File: config.mk
export PLATFORM = sky130hd
export DESIGN_NAME = cast_top
export DESIGN_NICKNAME = d
export VERILOG_FILES = /design/src/hw/cast_pkg.sv /design/src/hw/cast_align_if.sv /design/src/hw/cast_pipe_stage.sv /design/src/hw/cast_normalize.sv /design/src/hw/cast_align.sv /design/src/hw/cast_round.sv /design/src/hw/cast_top.sv
export VERILOG_INCLUDE_DIRS = /design/src /design/src/include
export SDC_FILE = /design/constraint.sdc
export NUM_CORES = 1
export LEC_CHECK = 0
export ABC_AREA = 1
export ABC_CLOCK_PERIOD_IN_PS = 17600
export BUFFER_PORTS_ARGS = -buffer_cell sky130_fd_sc_hd__buf_2
export CAP_MARGIN = 40
export CORE_AREA = 5 5 161 163
export DETAILED_ROUTE_END_ITERATION = 12
export DIE_AREA = 0 0 166 168
export GPL_ROUTABILITY_DRIVEN = 0
export PLACE_DENSITY_LB_ADDON = 0.15
export SETUP_SLACK_MARGIN = 0.5
export SLEW_MARGIN = 20
export SYNTH_ARGS = -nofsm -noshare
export SYNTH_HDL_FRONTEND = slang
export SYNTH_SLANG_ARGS = --single-unit
File: constraint.sdc
create_clock -name clk_i -period 17.6 [get_ports clk_i]
set_input_delay 2.64 -clock clk_i [delete_from_list [all_inputs] [get_ports clk_i]]
set_output_delay 2.64 -clock clk_i [all_outputs]
set_load 0.005 [all_outputs]
File: src/include/cast_defines.svh
// Width constants for the binary32 <-> int32 conversion unit
// Only binary32 and 32-bit integers are supported; changing these alone
// does not retarget the datapath to other formats
`ifndef CAST_DEFINES_SVH
`define CAST_DEFINES_SVH

// Integer side
`define CAST_INT_W   32  // Integer operand and result width

// binary32 fields
`define CAST_EXP_W   8   // Exponent field
`define CAST_MAN_W   23  // Fraction field, hidden bit excluded
`define CAST_BIAS    127 // Exponent bias

// Internal signed exponent, must hold -149 .. 135
`define CAST_IEXP_W  10

// Opaque tag carried next to every item
`define CAST_TAG_W   8

`endif

File: src/hw/cast_pkg.sv
// Types shared by the conversion pipeline
// OF and UF exist in the status word but the datapath never raises them
`include "cast_defines.svh"

package cast_pkg;

  // Rounding modes, encoding matches the RISC-V frm field
  typedef enum logic [2:0] {
    RNE = 3'd0, // Nearest, ties to even
    RTZ = 3'd1, // Toward zero
    RDN = 3'd2, // Toward -inf
    RUP = 3'd3, // Toward +inf
    RMM = 3'd4  // Nearest, ties away from zero
  } roundmode_e;

  typedef enum logic {
    I2F = 1'b0, // Integer to float
    F2I = 1'b1  // Float to integer
  } operation_e;

  typedef struct packed {
    logic nv; // Invalid
    logic of; // Overflow, always 0 here
    logic uf; // Underflow, always 0 here
    logic nx; // Inexact
  } status_t;

  // Classification of a binary32 input
  typedef struct packed {
    logic is_zero;
    logic is_inf;
    logic is_nan;
    logic is_signalling;
    logic is_subnormal;
  } fp_class_t;

  // ------------------------------------------------------------
  // Pipeline payloads
  // ------------------------------------------------------------
  typedef struct packed {
    operation_e                      op;
    logic                            op_mod;       // 1: unsigned integer
    roundmode_e                      rnd_mode;
    logic                            sign;
    logic signed [`CAST_IEXP_W-1:0]  exp;          // Unbiased
    logic        [`CAST_INT_W-1:0]   mant;         // Leading one at the MSB
    logic                            mant_is_zero;
    fp_class_t                       cls;
    logic        [`CAST_TAG_W-1:0]   tag;
  } norm_t;

  typedef struct packed {
    logic [`CAST_INT_W-1:0] result;
    status_t                status;
    logic [`CAST_TAG_W-1:0] tag;
  } res_t;

endpackage

File: src/hw/cast_align_if.sv
// Aligned mantissa and pre-rounding info, aligner to rounder
// Both the FP and the integer view are always driven
`include "cast_defines.svh"

interface cast_align_if;

  logic [`CAST_MAN_W-1:0] final_mant;      // binary32 fraction, hidden bit dropped
  logic [`CAST_INT_W-1:0] final_int;       // Integer magnitude before rounding
  logic [1:0]             fp_rs;           // Round, sticky for the FP result
  logic [1:0]             int_rs;          // Round, sticky for the integer result
  logic                   of_before_round; // F2I exponent beyond integer range

  // Aligner side
  modport if_align (
    output final_mant, final_int, fp_rs, int_rs, of_before_round
  );

  // Rounder side
  modport if_round (
    input final_mant, final_int, fp_rs, int_rs, of_before_round
  );

endinterface

File: src/hw/cast_pipe_stage.sv
// Single valid/ready register slice
// Ready passes combinationally from out_ready_i, so chained slices form one
// long ready path. Payload has no reset, only the valid bit does
module cast_pipe_stage #(
  parameter type payload_t = logic
) (
  input  logic     clk_i,
  input  logic     rst_i,
  input  logic     flush_i,    // Drops the held item at the next edge
  // Upstream side
  input  logic     in_valid_i,
  output logic     in_ready_o,
  input  payload_t in_data_i,
  // Downstream side
  output logic     out_valid_o,
  input  logic     out_ready_i,
  output payload_t out_data_o
);

  logic     valid_q;
  payload_t data_q;
  logic     load; // Item accepted this cycle

  // Can take a new item if the held one leaves or there is none
  assign in_ready_o = out_ready_i | ~valid_q;
  assign load       = in_ready_o & in_valid_i;

  always_ff @(posedge clk_i) begin
    if (rst_i || flush_i) begin
      valid_q <= 1'b0;
    end else if (in_ready_o) begin
      valid_q <= in_valid_i; // Bubble in when nothing offered
    end
  end

  // Payload only moves on a real transfer
  always_ff @(posedge clk_i) begin
    if (load) begin
      data_q <= in_data_i;
    end
  end

  assign out_valid_o = valid_q;
  assign out_data_o  = data_q;

endmodule

File: src/hw/cast_normalize.sv
// Input decode and normalization, purely combinational
// Float inputs are read as binary32; integer inputs as 32-bit, signed when
// op_mod_i is 0. A zero mantissa is flagged, its exponent is meaningless
`include "cast_defines.svh"

module cast_normalize (
  input  logic [`CAST_INT_W-1:0] operand_i,
  input  cast_pkg::operation_e   op_i,
  input  logic                   op_mod_i,   // 1: unsigned integer
  input  cast_pkg::roundmode_e   rnd_mode_i,
  input  logic [`CAST_TAG_W-1:0] tag_i,
  output cast_pkg::norm_t        norm_o
);

  import cast_pkg::*;

  localparam int W      = `CAST_INT_W;
  localparam int EXP_W  = `CAST_EXP_W;
  localparam int MAN_W  = `CAST_MAN_W;
  localparam int IEXP_W = `CAST_IEXP_W;
  localparam int LZC_W  = $clog2(`CAST_INT_W);
  localparam int COMP   = W - 1 - MAN_W; // FP mantissa sits right-aligned, 8 bits short

  // ------------------------------------------------------------
  // Float classification
  // ------------------------------------------------------------
  logic             fp_sign;
  logic [EXP_W-1:0] fp_exp;
  logic [MAN_W-1:0] fp_frac;
  logic             exp_zero, exp_ones, frac_zero;
  fp_class_t        cls;

  assign fp_sign = operand_i[W-1];
  assign fp_exp  = operand_i[MAN_W +: EXP_W];
  assign fp_frac = operand_i[MAN_W-1:0];

  assign exp_zero  = (fp_exp == '0);
  assign exp_ones  = (fp_exp == '1);
  assign frac_zero = (fp_frac == '0);

  assign cls.is_zero       = exp_zero & frac_zero;
  assign cls.is_subnormal  = exp_zero & ~frac_zero;
  assign cls.is_inf        = exp_ones & frac_zero;
  assign cls.is_nan        = exp_ones & ~frac_zero;
  assign cls.is_signalling = cls.is_nan & ~fp_frac[MAN_W-1]; // Quiet bit clear

  // ------------------------------------------------------------
  // Integer magnitude
  // ------------------------------------------------------------
  logic         int_sign;
  logic [W-1:0] int_mag;

  assign int_sign = operand_i[W-1] & ~op_mod_i; // Unsigned ints are never negative
  assign int_mag  = int_sign ? -operand_i : operand_i;

  // Mantissa to normalize, FP hidden bit is 0 for subnormals
  logic [W-1:0] enc_mant;

  assign enc_mant = (op_i == I2F) ? int_mag
                                  : {{COMP{1'b0}}, ~exp_zero, fp_frac};

  // Leading-zero count, highest set bit wins
  logic [LZC_W-1:0] lz_cnt;

  always_comb begin
    lz_cnt = '0;
    for (int i = 0; i < W; i++) begin
      if (enc_mant[i]) lz_cnt = LZC_W'(W - 1 - i);
    end
  end

  // ------------------------------------------------------------
  // Exponent and output
  // ------------------------------------------------------------
  logic [IEXP_W-1:0] lz_ext, int_exp, fp_exp_unb;

  assign lz_ext     = IEXP_W'(lz_cnt);
  assign int_exp    = IEXP_W'(W - 1) - lz_ext;
  // Subnormals use an exponent field of 1
  assign fp_exp_unb = IEXP_W'(fp_exp) + IEXP_W'(cls.is_subnormal) - IEXP_W'(`CAST_BIAS)
                      - lz_ext + IEXP_W'(COMP);

  assign norm_o.op           = op_i;
  assign norm_o.op_mod       = op_mod_i;
  assign norm_o.rnd_mode     = rnd_mode_i;
  assign norm_o.sign         = (op_i == I2F) ? int_sign : fp_sign;
  assign norm_o.exp          = (op_i == I2F) ? int_exp : fp_exp_unb;
  assign norm_o.mant         = enc_mant << lz_cnt;   // MSB now 1 unless zero
  assign norm_o.mant_is_zero = ~|enc_mant;
  assign norm_o.cls          = cls;
  assign norm_o.tag          = tag_i;

endmodule

File: src/hw/cast_align.sv
// Moves the normalized mantissa into result position, combinational
// F2I shifts right by 31 - exp; I2F keeps the top 24 bits as significand.
// Exponents below -1 push the whole mantissa into sticky
`include "cast_defines.svh"

module cast_align (
  input  cast_pkg::norm_t   norm_i,
  cast_align_if.if_align    al
);

  import cast_pkg::*;

  localparam int W      = `CAST_INT_W;
  localparam int MAN_W  = `CAST_MAN_W;
  localparam int IEXP_W = `CAST_IEXP_W;
  localparam int SH_W   = $clog2(W + 2); // Shift reaches W+1

  logic signed [IEXP_W-1:0] exp_s;
  logic signed [IEXP_W-1:0] of_lim;   // First exponent out of integer range
  logic        [SH_W-1:0]   shamt;
  logic        [2*W:0]      preshift; // Mantissa, round slot, sticky field
  logic        [2*W:0]      shifted;
  logic                     of_d;

  assign exp_s  = norm_i.exp;
  // Unsigned range is one bit wider
  assign of_lim = norm_i.op_mod ? IEXP_W'(W) : IEXP_W'(W - 1);

  // ------------------------------------------------------------
  // Integer alignment
  // ------------------------------------------------------------
  always_comb begin
    shamt = SH_W'(IEXP_W'(W - 1) - exp_s);
    of_d  = 1'b0;
    if (exp_s >= of_lim) begin
      shamt = '0;                // Result is saturated anyway
      of_d  = 1'b1;
    end else if (exp_s < -1) begin
      shamt = SH_W'(W + 1);      // Below 0.5, everything is sticky
    end
  end

  assign preshift = {norm_i.mant, {(W + 1){1'b0}}};
  assign shifted  = preshift >> shamt;

  assign al.final_int       = shifted[2*W -: W];
  assign al.int_rs          = {shifted[W], |shifted[W-1:0]};
  assign al.of_before_round = of_d & (norm_i.op == F2I); // I2F never overflows

  // ------------------------------------------------------------
  // binary32 alignment
  // ------------------------------------------------------------
  // Hidden bit at W-1 is dropped, fraction follows
  assign al.final_mant = norm_i.mant[W-2 -: MAN_W];
  assign al.fp_rs      = {norm_i.mant[W-2-MAN_W], |norm_i.mant[W-3-MAN_W:0]};

endmodule

File: src/hw/cast_round.sv
// Rounding, special cases and status, combinational
// Integer overflow saturates per sign and op_mod with NV alone;
// OF and UF are never raised since binary32 covers every int32 value
`include "cast_defines.svh"

module cast_round (
  input  cast_pkg::norm_t   norm_i,
  cast_align_if.if_round    al,
  output cast_pkg::res_t    res_o
);

  import cast_pkg::*;

  localparam int W     = `CAST_INT_W;
  localparam int EXP_W = `CAST_EXP_W;

  logic             f2i;
  logic [EXP_W-1:0] biased_exp;
  logic [W-1:0]     pre_abs;     // Magnitude before rounding
  logic [1:0]       rs;          // Round, sticky
  logic             round_up;
  logic             carry;
  logic [W-1:0]     rounded_abs;

  assign f2i        = (norm_i.op == F2I);
  assign biased_exp = EXP_W'(norm_i.exp + `CAST_BIAS);
  // FP form is exponent over fraction, a fraction carry bumps the exponent
  assign pre_abs    = f2i ? al.final_int : W'({biased_exp, al.final_mant});
  assign rs         = f2i ? al.int_rs : al.fp_rs;

  // ------------------------------------------------------------
  // Rounding decision
  // ------------------------------------------------------------
  always_comb begin
    unique case (norm_i.rnd_mode)
      RNE:     round_up = rs[1] & (rs[0] | pre_abs[0]); // Tie goes to even
      RTZ:     round_up = 1'b0;
      RDN:     round_up = norm_i.sign & (|rs);
      RUP:     round_up = ~norm_i.sign & (|rs);
      RMM:     round_up = rs[1];
      default: round_up = 1'b0;                         // Reserved codes
    endcase
  end

  assign {carry, rounded_abs} = {1'b0, pre_abs} + (W + 1)'(round_up);

  // I2F result, integer zero gives +0
  logic [W-1:0] fp_result;
  status_t      fp_status;

  assign fp_result = norm_i.mant_is_zero ? '0 : {norm_i.sign, rounded_abs[W-2:0]};
  assign fp_status = '{nx: |al.fp_rs, default: 1'b0};

  // ------------------------------------------------------------
  // F2I result and saturation
  // ------------------------------------------------------------
  logic [W-1:0] rounded_int;     // Two's complement
  logic         rounded_int_zero;
  logic         of_after;        // Rounding carried out of range
  logic         is_special;
  logic [W-1:0] special_res;
  status_t      int_status;

  assign rounded_int      = norm_i.sign ? -rounded_abs : rounded_abs;
  assign rounded_int_zero = (rounded_int == '0);
  // Signed: above 2^31-1, or above 2^31 when negative
  assign of_after = carry | (~norm_i.op_mod & rounded_abs[W-1] &
                             ~(norm_i.sign & ~|rounded_abs[W-2:0]));

  assign is_special = norm_i.cls.is_nan | norm_i.cls.is_inf | al.of_before_round |
                      of_after | (norm_i.sign & norm_i.op_mod & ~rounded_int_zero);

  always_comb begin
    special_res = {norm_i.op_mod, {(W - 1){1'b1}}}; // Positive max
    if (norm_i.sign && !norm_i.cls.is_nan) begin
      special_res = ~special_res;                   // Negative max, or 0 if unsigned
    end
  end

  assign int_status = is_special ? '{nv: 1'b1, default: 1'b0}
                                 : '{nx: |al.int_rs, default: 1'b0};

  // Output selection
  assign res_o.result = f2i ? (is_special ? special_res : rounded_int) : fp_result;
  assign res_o.status = f2i ? int_status : fp_status;
  assign res_o.tag    = norm_i.tag;

endmodule

File: src/hw/cast_top.sv
// binary32 <-> int32 conversion unit, two register stages
// Latency 2 cycles at full throughput; ready is combinational from
// out_ready_i to in_ready_o. flush_i drops everything in flight
`include "cast_defines.svh"

module cast_top (
  input  logic                   clk_i,
  input  logic                   rst_i,
  // Request
  input  logic [`CAST_INT_W-1:0] operand_i,
  input  cast_pkg::operation_e   op_i,
  input  logic                   op_mod_i,    // 1: unsigned integer
  input  cast_pkg::roundmode_e   rnd_mode_i,
  input  logic [`CAST_TAG_W-1:0] tag_i,
  input  logic                   in_valid_i,
  output logic                   in_ready_o,
  input  logic                   flush_i,
  // Response
  output logic [`CAST_INT_W-1:0] result_o,
  output cast_pkg::status_t      status_o,
  output logic [`CAST_TAG_W-1:0] tag_o,
  output logic                   out_valid_o,
  input  logic                   out_ready_i,
  output logic                   busy_o       // Any stage holds an item
);

  import cast_pkg::*;

  norm_t norm_d, norm_q;
  res_t  res_d, res_q;
  logic  norm_valid;
  logic  out_stage_ready; // Downstream ready seen by the first stage

  cast_align_if al_if ();

  // ------------------------------------------------------------
  // Stage 1: decode and normalize
  // ------------------------------------------------------------
  cast_normalize i_normalize (
    .operand_i  (operand_i),
    .op_i       (op_i),
    .op_mod_i   (op_mod_i),
    .rnd_mode_i (rnd_mode_i),
    .tag_i      (tag_i),
    .norm_o     (norm_d)
  );

  cast_pipe_stage #(.payload_t(norm_t)) s_norm (
    .clk_i       (clk_i),
    .rst_i       (rst_i),
    .flush_i     (flush_i),
    .in_valid_i  (in_valid_i),
    .in_ready_o  (in_ready_o),
    .in_data_i   (norm_d),
    .out_valid_o (norm_valid),
    .out_ready_i (out_stage_ready),
    .out_data_o  (norm_q)
  );

  // ------------------------------------------------------------
  // Stage 2: align, round, output register
  // ------------------------------------------------------------
  cast_align i_align (
    .norm_i (norm_q),
    .al     (al_if.if_align)
  );

  cast_round i_round (
    .norm_i (norm_q),
    .al     (al_if.if_round),
    .res_o  (res_d)
  );

  cast_pipe_stage #(.payload_t(res_t)) s_out (
    .clk_i       (clk_i),
    .rst_i       (rst_i),
    .flush_i     (flush_i),
    .in_valid_i  (norm_valid),
    .in_ready_o  (out_stage_ready),
    .in_data_i   (res_d),
    .out_valid_o (out_valid_o),
    .out_ready_i (out_ready_i),
    .out_data_o  (res_q)
  );

  assign result_o = res_q.result;
  assign status_o = res_q.status;
  assign tag_o    = res_q.tag;
  assign busy_o   = norm_valid | out_valid_o;

endmodule

# ---- Yosys cells after proc, flatten, opt, wreduce, memory -nomap -nowiden
# Index checks and enable logic that the tools add are counted.
dict set report word_totals {
  mem_bits_ro 0
  mem_bits_rw 0
  input_bits 50
  output_inout_bits 47
  memories 0
  regBits 105
  latch_bits 0
  wordCells 136
}
dict set report classes {
  muxes 50
  eq_ne 4
  n_reduce_logical 16
  magnitude_cmp 2
  n_div 0
  bitwise 34
  n_mul 0
  shifts 2
  n_addsub 10
}
# op n
set ops {}
lappend ops {{$mux W32} 8}
lappend ops {{$mux W5} 32}
lappend ops {{$shr A65 B6 Y65} 1}
lappend ops {{$neg A32 Y32} 2}
lappend ops {{$reduce_or A32 Y1} 2}
lappend ops {{$add A32 B1 Y33} 1}
lappend ops {{$reduce_or A33 Y1} 1}
lappend ops {{$logic_not A32 Y1} 1}
lappend ops {{$not A32 Y32} 1}
lappend ops {{$shl A32 B5 Y32} 1}
lappend ops {{$reduce_or A31 Y1} 1}
lappend ops {{$logic_not A23 Y1} 1}
lappend ops {{$mux W6} 3}
lappend ops {{$and A1 B1 Y1} 15}
lappend ops {{$add A10 B4 Y10 const B} 1}
lappend ops {{$ge A10 B7 Y1} 1}
lappend ops {{$lt A10 B1 Y1 const B} 1}
lappend ops {{$mux W10} 1}
lappend ops {{$sub A10 B5 Y10} 1}
lappend ops {{$sub A10 B7 Y10 const B} 1}
lappend ops {{$add A8 B1 Y9} 1}
lappend ops {{$not A1 Y1} 9}
lappend ops {{$or A1 B1 Y1} 9}
lappend ops {{$add A8 B8 Y8 const B} 1}
lappend ops {{17 further kinds} 22}

# ---- Longest topological paths before layout
dict set report logic_depth {
  ltp_word 39
  mapped_depth 59
}

# ---- Hierarchy
# A second synthesis with hierarchy kept.
dict set report hier_totals {
  hier_cells 2557
  hier_area_um2 14826.7
}
# module cells_each n_inst area_per_inst_um2 seq_area_each_um2
set modules_own_cells {}
lappend modules_own_cells {cast_round 1007 1 4614.4 0.0}
lappend modules_own_cells {cast_normalize 726 1 3612.2 0.0}
lappend modules_own_cells {cast_align 697 1 3288.2 0.0}
lappend modules_own_cells {{cast_pipe_stage at s_norm} 71 1 1920.6 1881.8}
lappend modules_own_cells {{cast_pipe_stage at s_out} 53 1 1380.1 1341.3}
lappend modules_own_cells {cast_top 3 1 11.3 0.0}

# ---- Least setup slack after synthesis
# Ideal clock, no wire load.
dict set report synth_timing {
  path_kind {input -> register}
  start {in operand_i[0]}
  end {reg s_norm.data_q (netlist bit s_norm.out_data_o[54]) (data pin)}
  arrival_time_ps 7009
  path_slack_ps 10330
  setup_ps 261
  required_time_ps 17339
  cell_stages 39
  path_cell_list {inv_1 ha_1 inv_1 nor2_1 inv_1 nor2_1 nand2_1 nor2_1 nand3_1 nor3_1 nand3_1 nor2_1 nand2_1 nor2_1 nand3b_1 nand2_1 o21ai_0 o21ai_0 (+3 left out) inv_1 nand2_1 inv_1 clkbuf_1 clkbuf_1 ha_1 inv_1 ha_1 a21oi_1 nand2_1 a21oi_1 o21bai_1 nand2_1 inv_1 nor2_1 o21bai_1 o21ai_0 a21oi_1}
}
dict set report synth_between {
  elab_chain_len 38
}
# item line_no
set synth_rtl {}
lappend synth_rtl {{from (decl)} cast_top.sv:10} ;# input logic [`CAST_INT_W-1:0] operand_i,
lappend synth_rtl {{$neg A32 Y32} cast_normalize.sv:54} ;# assign int_mag = int_sign ? -operand_i : operand_i;
lappend synth_rtl {{$mux W32} cast_normalize.sv:54}
lappend synth_rtl {{$mux W32} cast_normalize.sv:59} ;# assign enc_mant = (op_i == I2F) ? int_mag
lappend synth_rtl {{$mux W5 (32 in series)} cast_normalize.sv:68} ;# if (enc_mant[i]) lz_cnt = LZC_W'(W - 1 - i);
lappend synth_rtl {{$sub A10 B5 Y10} cast_normalize.sv:80} ;# assign fp_exp_unb = IEXP_W'(fp_exp) + IEXP_W'(cls.is_subnormal) - IEXP_W'(`CAST_BIAS)
lappend synth_rtl {{$add A10 B4 Y10} cast_normalize.sv:80}
lappend synth_rtl {{$mux W10 *} cast_normalize.sv:87} ;# assign norm_o.exp = (op_i == I2F) ? int_exp : fp_exp_unb;
lappend synth_rtl {{to (signal assigned)} cast_pipe_stage.sv:39} ;# data_q <= in_data_i;
lappend synth_rtl {{to (decl)} cast_pipe_stage.sv:21} ;# payload_t data_q;
# Mark *: on every way between the ends. The rest lies on a longest branch, timed or not.
# A chain may end at the register's enable or synchronous reset.

==> impl_results.md <==
- Status: finished, final reports clean
- Post-CTS setup buffers: 0
- Critical setup path kind: register to register
- CTS tree: built
- Clock sink count: 103
- Htree depth: 3
- Largest stage delay, worst path: 0.80 ns
- F_max: 106.6 MHz
- Fin area: 14040 um^2
- Required @ worst endpoint: ~18 ns
- Largest net degree at the start of global routing: 55
- Clk root buf: clkbuf_16
- Kind of end point of the critical path: register
- Placed Area: 13730 um^2
- IO Port Bufs: 94
- Predominant post-synthesis flop cell: edfxtp_1
- Fin Clk Skew: 0.02583 ns
- Core Rows: 57
- Max Slew Vio Count: 0
- Die Y: 168 um
- Seq cells post-synth: 103
- Synthesized area: 13120 um^2
- Clock buffer depth: 2
- Static Leak: between 6 and 7 nW
- Die ar.: around 28000 um^2
- Final WL: 38.95 mm
- Worst-Skew Late Latency: 0.37 ns
- Sequential-to-total area share from yosys stat: 23.43%
- Netlist cell types: 57
- Most Frequent Cell on Critical Path: nand2_1
- Max VDD drop: 0.00004959 V
- Startpoint types: register
- Via count: 14870
- First-pass GRT wire length: 64.32 mm
- Final setup violation count: 0
- Initial antenna violation count: 0
- HP Class: register to register
- DR vias/cell: 5.705
- RSZ-0062 raised after global routing: no
- Syn Area/Cell: ~5.8 um^2
- Yosys warns: 0
- Starting Density: a little over half
- Post-route ant nets: 0
- Reg2Reg Depth: 53
- Hold Violations, Final: 0
- Nets: about 2400
- Hold Path Depth: 0
- Antenna Cells: 0
- CTS clk-pin slew, worst paths: 0.09 ns
- Worst-path maximum fanout: 41
- Final worst path period share: 53.32%
- Tightest Pin Transition: 0.8610 ns
- DP Wirelength: 30.48 mm
- Worst EP arrival: approximately 9.5 ns
- Cts repair resizes: 0
- FFs w/ async S/R, synth: 0%
- Drt drc: 0
- Synth Instances: between 2000 and 2500
- Global route overflow: 0
- Share of cells above drive strength 1: 9.155%
- Die X: 166 um
- Initial DRC count: 1774
- Slowest cell on the critical path: nand3_2
- Vias in the first global route: 13060
- Layout area overhead: 7.069%
- GRT Util Overall: 27.07%
- Max_cap viols: 0
- # hold bufs at CTS: 0
- Wire length per cell: 14.94 um
- Slew HR: approximately 42%
- Clock buffer count from CTS: 9
- Post-synth EDFFs: 101
- Pwr Density: a little under 80 nW/um^2
- Crit path time final: between 9 and 10 ns
- Setup TNS: 0 ns
- Core box area: roughly 24000 um^2
- Ports: 97
- First-pass iteration count of the detailed router: 7
[stage by stage]
stage / util, % / std cells / hold slack (ns) / worst slack (ns) / total power, W
6_report: 58.08 / 2607 / 0.4244 / 8.216 / 0.001108
5_1_grt: 58.08 / 2607 / 0.4340 / 7.192 / 0.001196
4_1_cts: 58.08 / 2607 / 0.4254 / 8.443 / 0.001100
3_5_place_dp: 56.77 / 2591 / 0.4045 / 8.524 / 0.0008820
3_3_place_gp: 56.31 / 2583 / 0.4023 / 8.399 / 0.0008702
2_1_floorplan: - / 2254 / 0.4003 / 10.33 / 0.0007471
[Yosys cell counts, types with 19 or more instances]
| master | number | area (um^2) |
|---|---|---|
| a21oi_1 | 24 | 120.1 |
| buf_2 | 24 | 120.1 |
| clkbuf_1 | 47 | 176.4 |
| edfxtp_1 | 101 | 3033 |
| ha_1 | 26 | 325.3 |
| inv_1 | 228 | 855.8 |
| nand2_1 | 787 | 2954 |
| nand2_2 | 22 | 137.6 |
| nand3_1 | 479 | 2397 |
| nand4_1 | 64 | 400.4 |
| nor2_1 | 166 | 623.1 |
| nor3_1 | 19 | 95.09 |
| o21ai_0 | 51 | 255.2 |
| xor2_1 | 40 | 350.3 |
[cell families (layout without fill, tap and decap cells)]
family	count (synthesis)	count (layout)	synth area share, %
adder cells (fa/ha/maj)	27	27	2.633
AND/OR/NAND/NOR	1603	1603	54.42
flip-flops	103	103	23.43
other	1	2	0.02859
AO/OA/AOI/OAI	127	127	5.648
XOR/XNOR	45	45	3.005
buffers and inverters	347	376	10.84
[flip-flops by register name, indices dropped and copies added, names as in the netlist]
| signal | flops |
|---|---|
| s_out.out_valid_o | 1 |
| s_norm.out_valid_o | 1 |
| s_out.out_data_o | 42 |
| s_norm.out_data_o | 59 |
[placed cells by master, fill, tap and decap left out, types with 3 or more instances in the layout]
cell and count:
a21oi_1 24, o31ai_1 4, nand2_4 3, xor2_1 40, nor2_4 7, clkinv_1 3
clkinv_8 3, inv_6 3, o21ai_1 13, nand2_1 787, a31oi_1 5, xnor2_1 5
and3_1 3, nor2_1 165, inv_2 14, o22ai_1 5, nand4_1 64, buf_4 14
o21bai_1 5, buf_2 94, buf_8 7, and2_1 5, nor2_2 13, o21ai_0 51
ha_1 26, nor3_1 19, inv_1 227, nand3b_1 8, nor4_1 11, nand2_2 22
nand3_2 4, edfxtp_1 101, nand3_1 479, clkbuf_16 9, or2_2 6
[report_power, final]
group / switching, W / internal, W / leakage [nW] / total, W
Clock: 0.000111 / 0.000103 / 0.152 / 0.000215
Combinational: 0.000394 / 0.000175 / 5.83 / 0.000569
Sequential: 0.0000208 / 0.000303 / 0.992 / 0.000324
[layout make-up]
cell class | instances | area [um^2]
fillers | 2409 | 10130
multi-input cells | 1804 | 8645
flip-flops and latches | 103 | 3073
inverters | 245 | 922.1
repair buffers | 115 | 680.7
well taps | 324 | 405.4
clock buffers | 9 | 225.2
clock inverters | 7 | 91.34
[critical path: cells and delay by family, from the launching register on]
| family | cells | cell delay, ns |
|---|---|---|
| compound gates | 10 | 1.96 |
| simple gates | 34 | 5.18 |
| flops | 1 | 0.57 |
| fa+ha+maj | 4 | 1.04 |
| buf+inv | 5 | 0.34 |
[worst paths after layout]
path                                                      start                              to  slack [ns]
worst max-delay path            s_norm.out_data_o[60]$_DFFE_PP_  s_out.out_data_o[38]$_DFFE_PP_        8.22
worst min register to register   s_norm.out_data_o[7]$_DFFE_PP_   s_out.out_data_o[7]$_DFFE_PP_        0.42
worst max register to register  s_norm.out_data_o[60]$_DFFE_PP_  s_out.out_data_o[38]$_DFFE_PP_        8.22
worst min-delay path             s_norm.out_data_o[7]$_DFFE_PP_   s_out.out_data_o[7]$_DFFE_PP_        0.42
[layer usage]
| metal | wire length [um] | track usage, % | part of all wire (%) | vias up |
|---|---|---|---|---|
| met1 | 17590 | 38.56 | 45 | 6592 |
| met4 | 1078 | 8.321 | 2.8 | 0 |
| li1 | - | - | - | 7487 |
| met5 | 0 | 0 | 0 | - |
| met2 | 17110 | 42.76 | 44 | 703 |
| met3 | 3160 | 3.892 | 8.1 | 91 |
(Power assumes the default switching activity.)
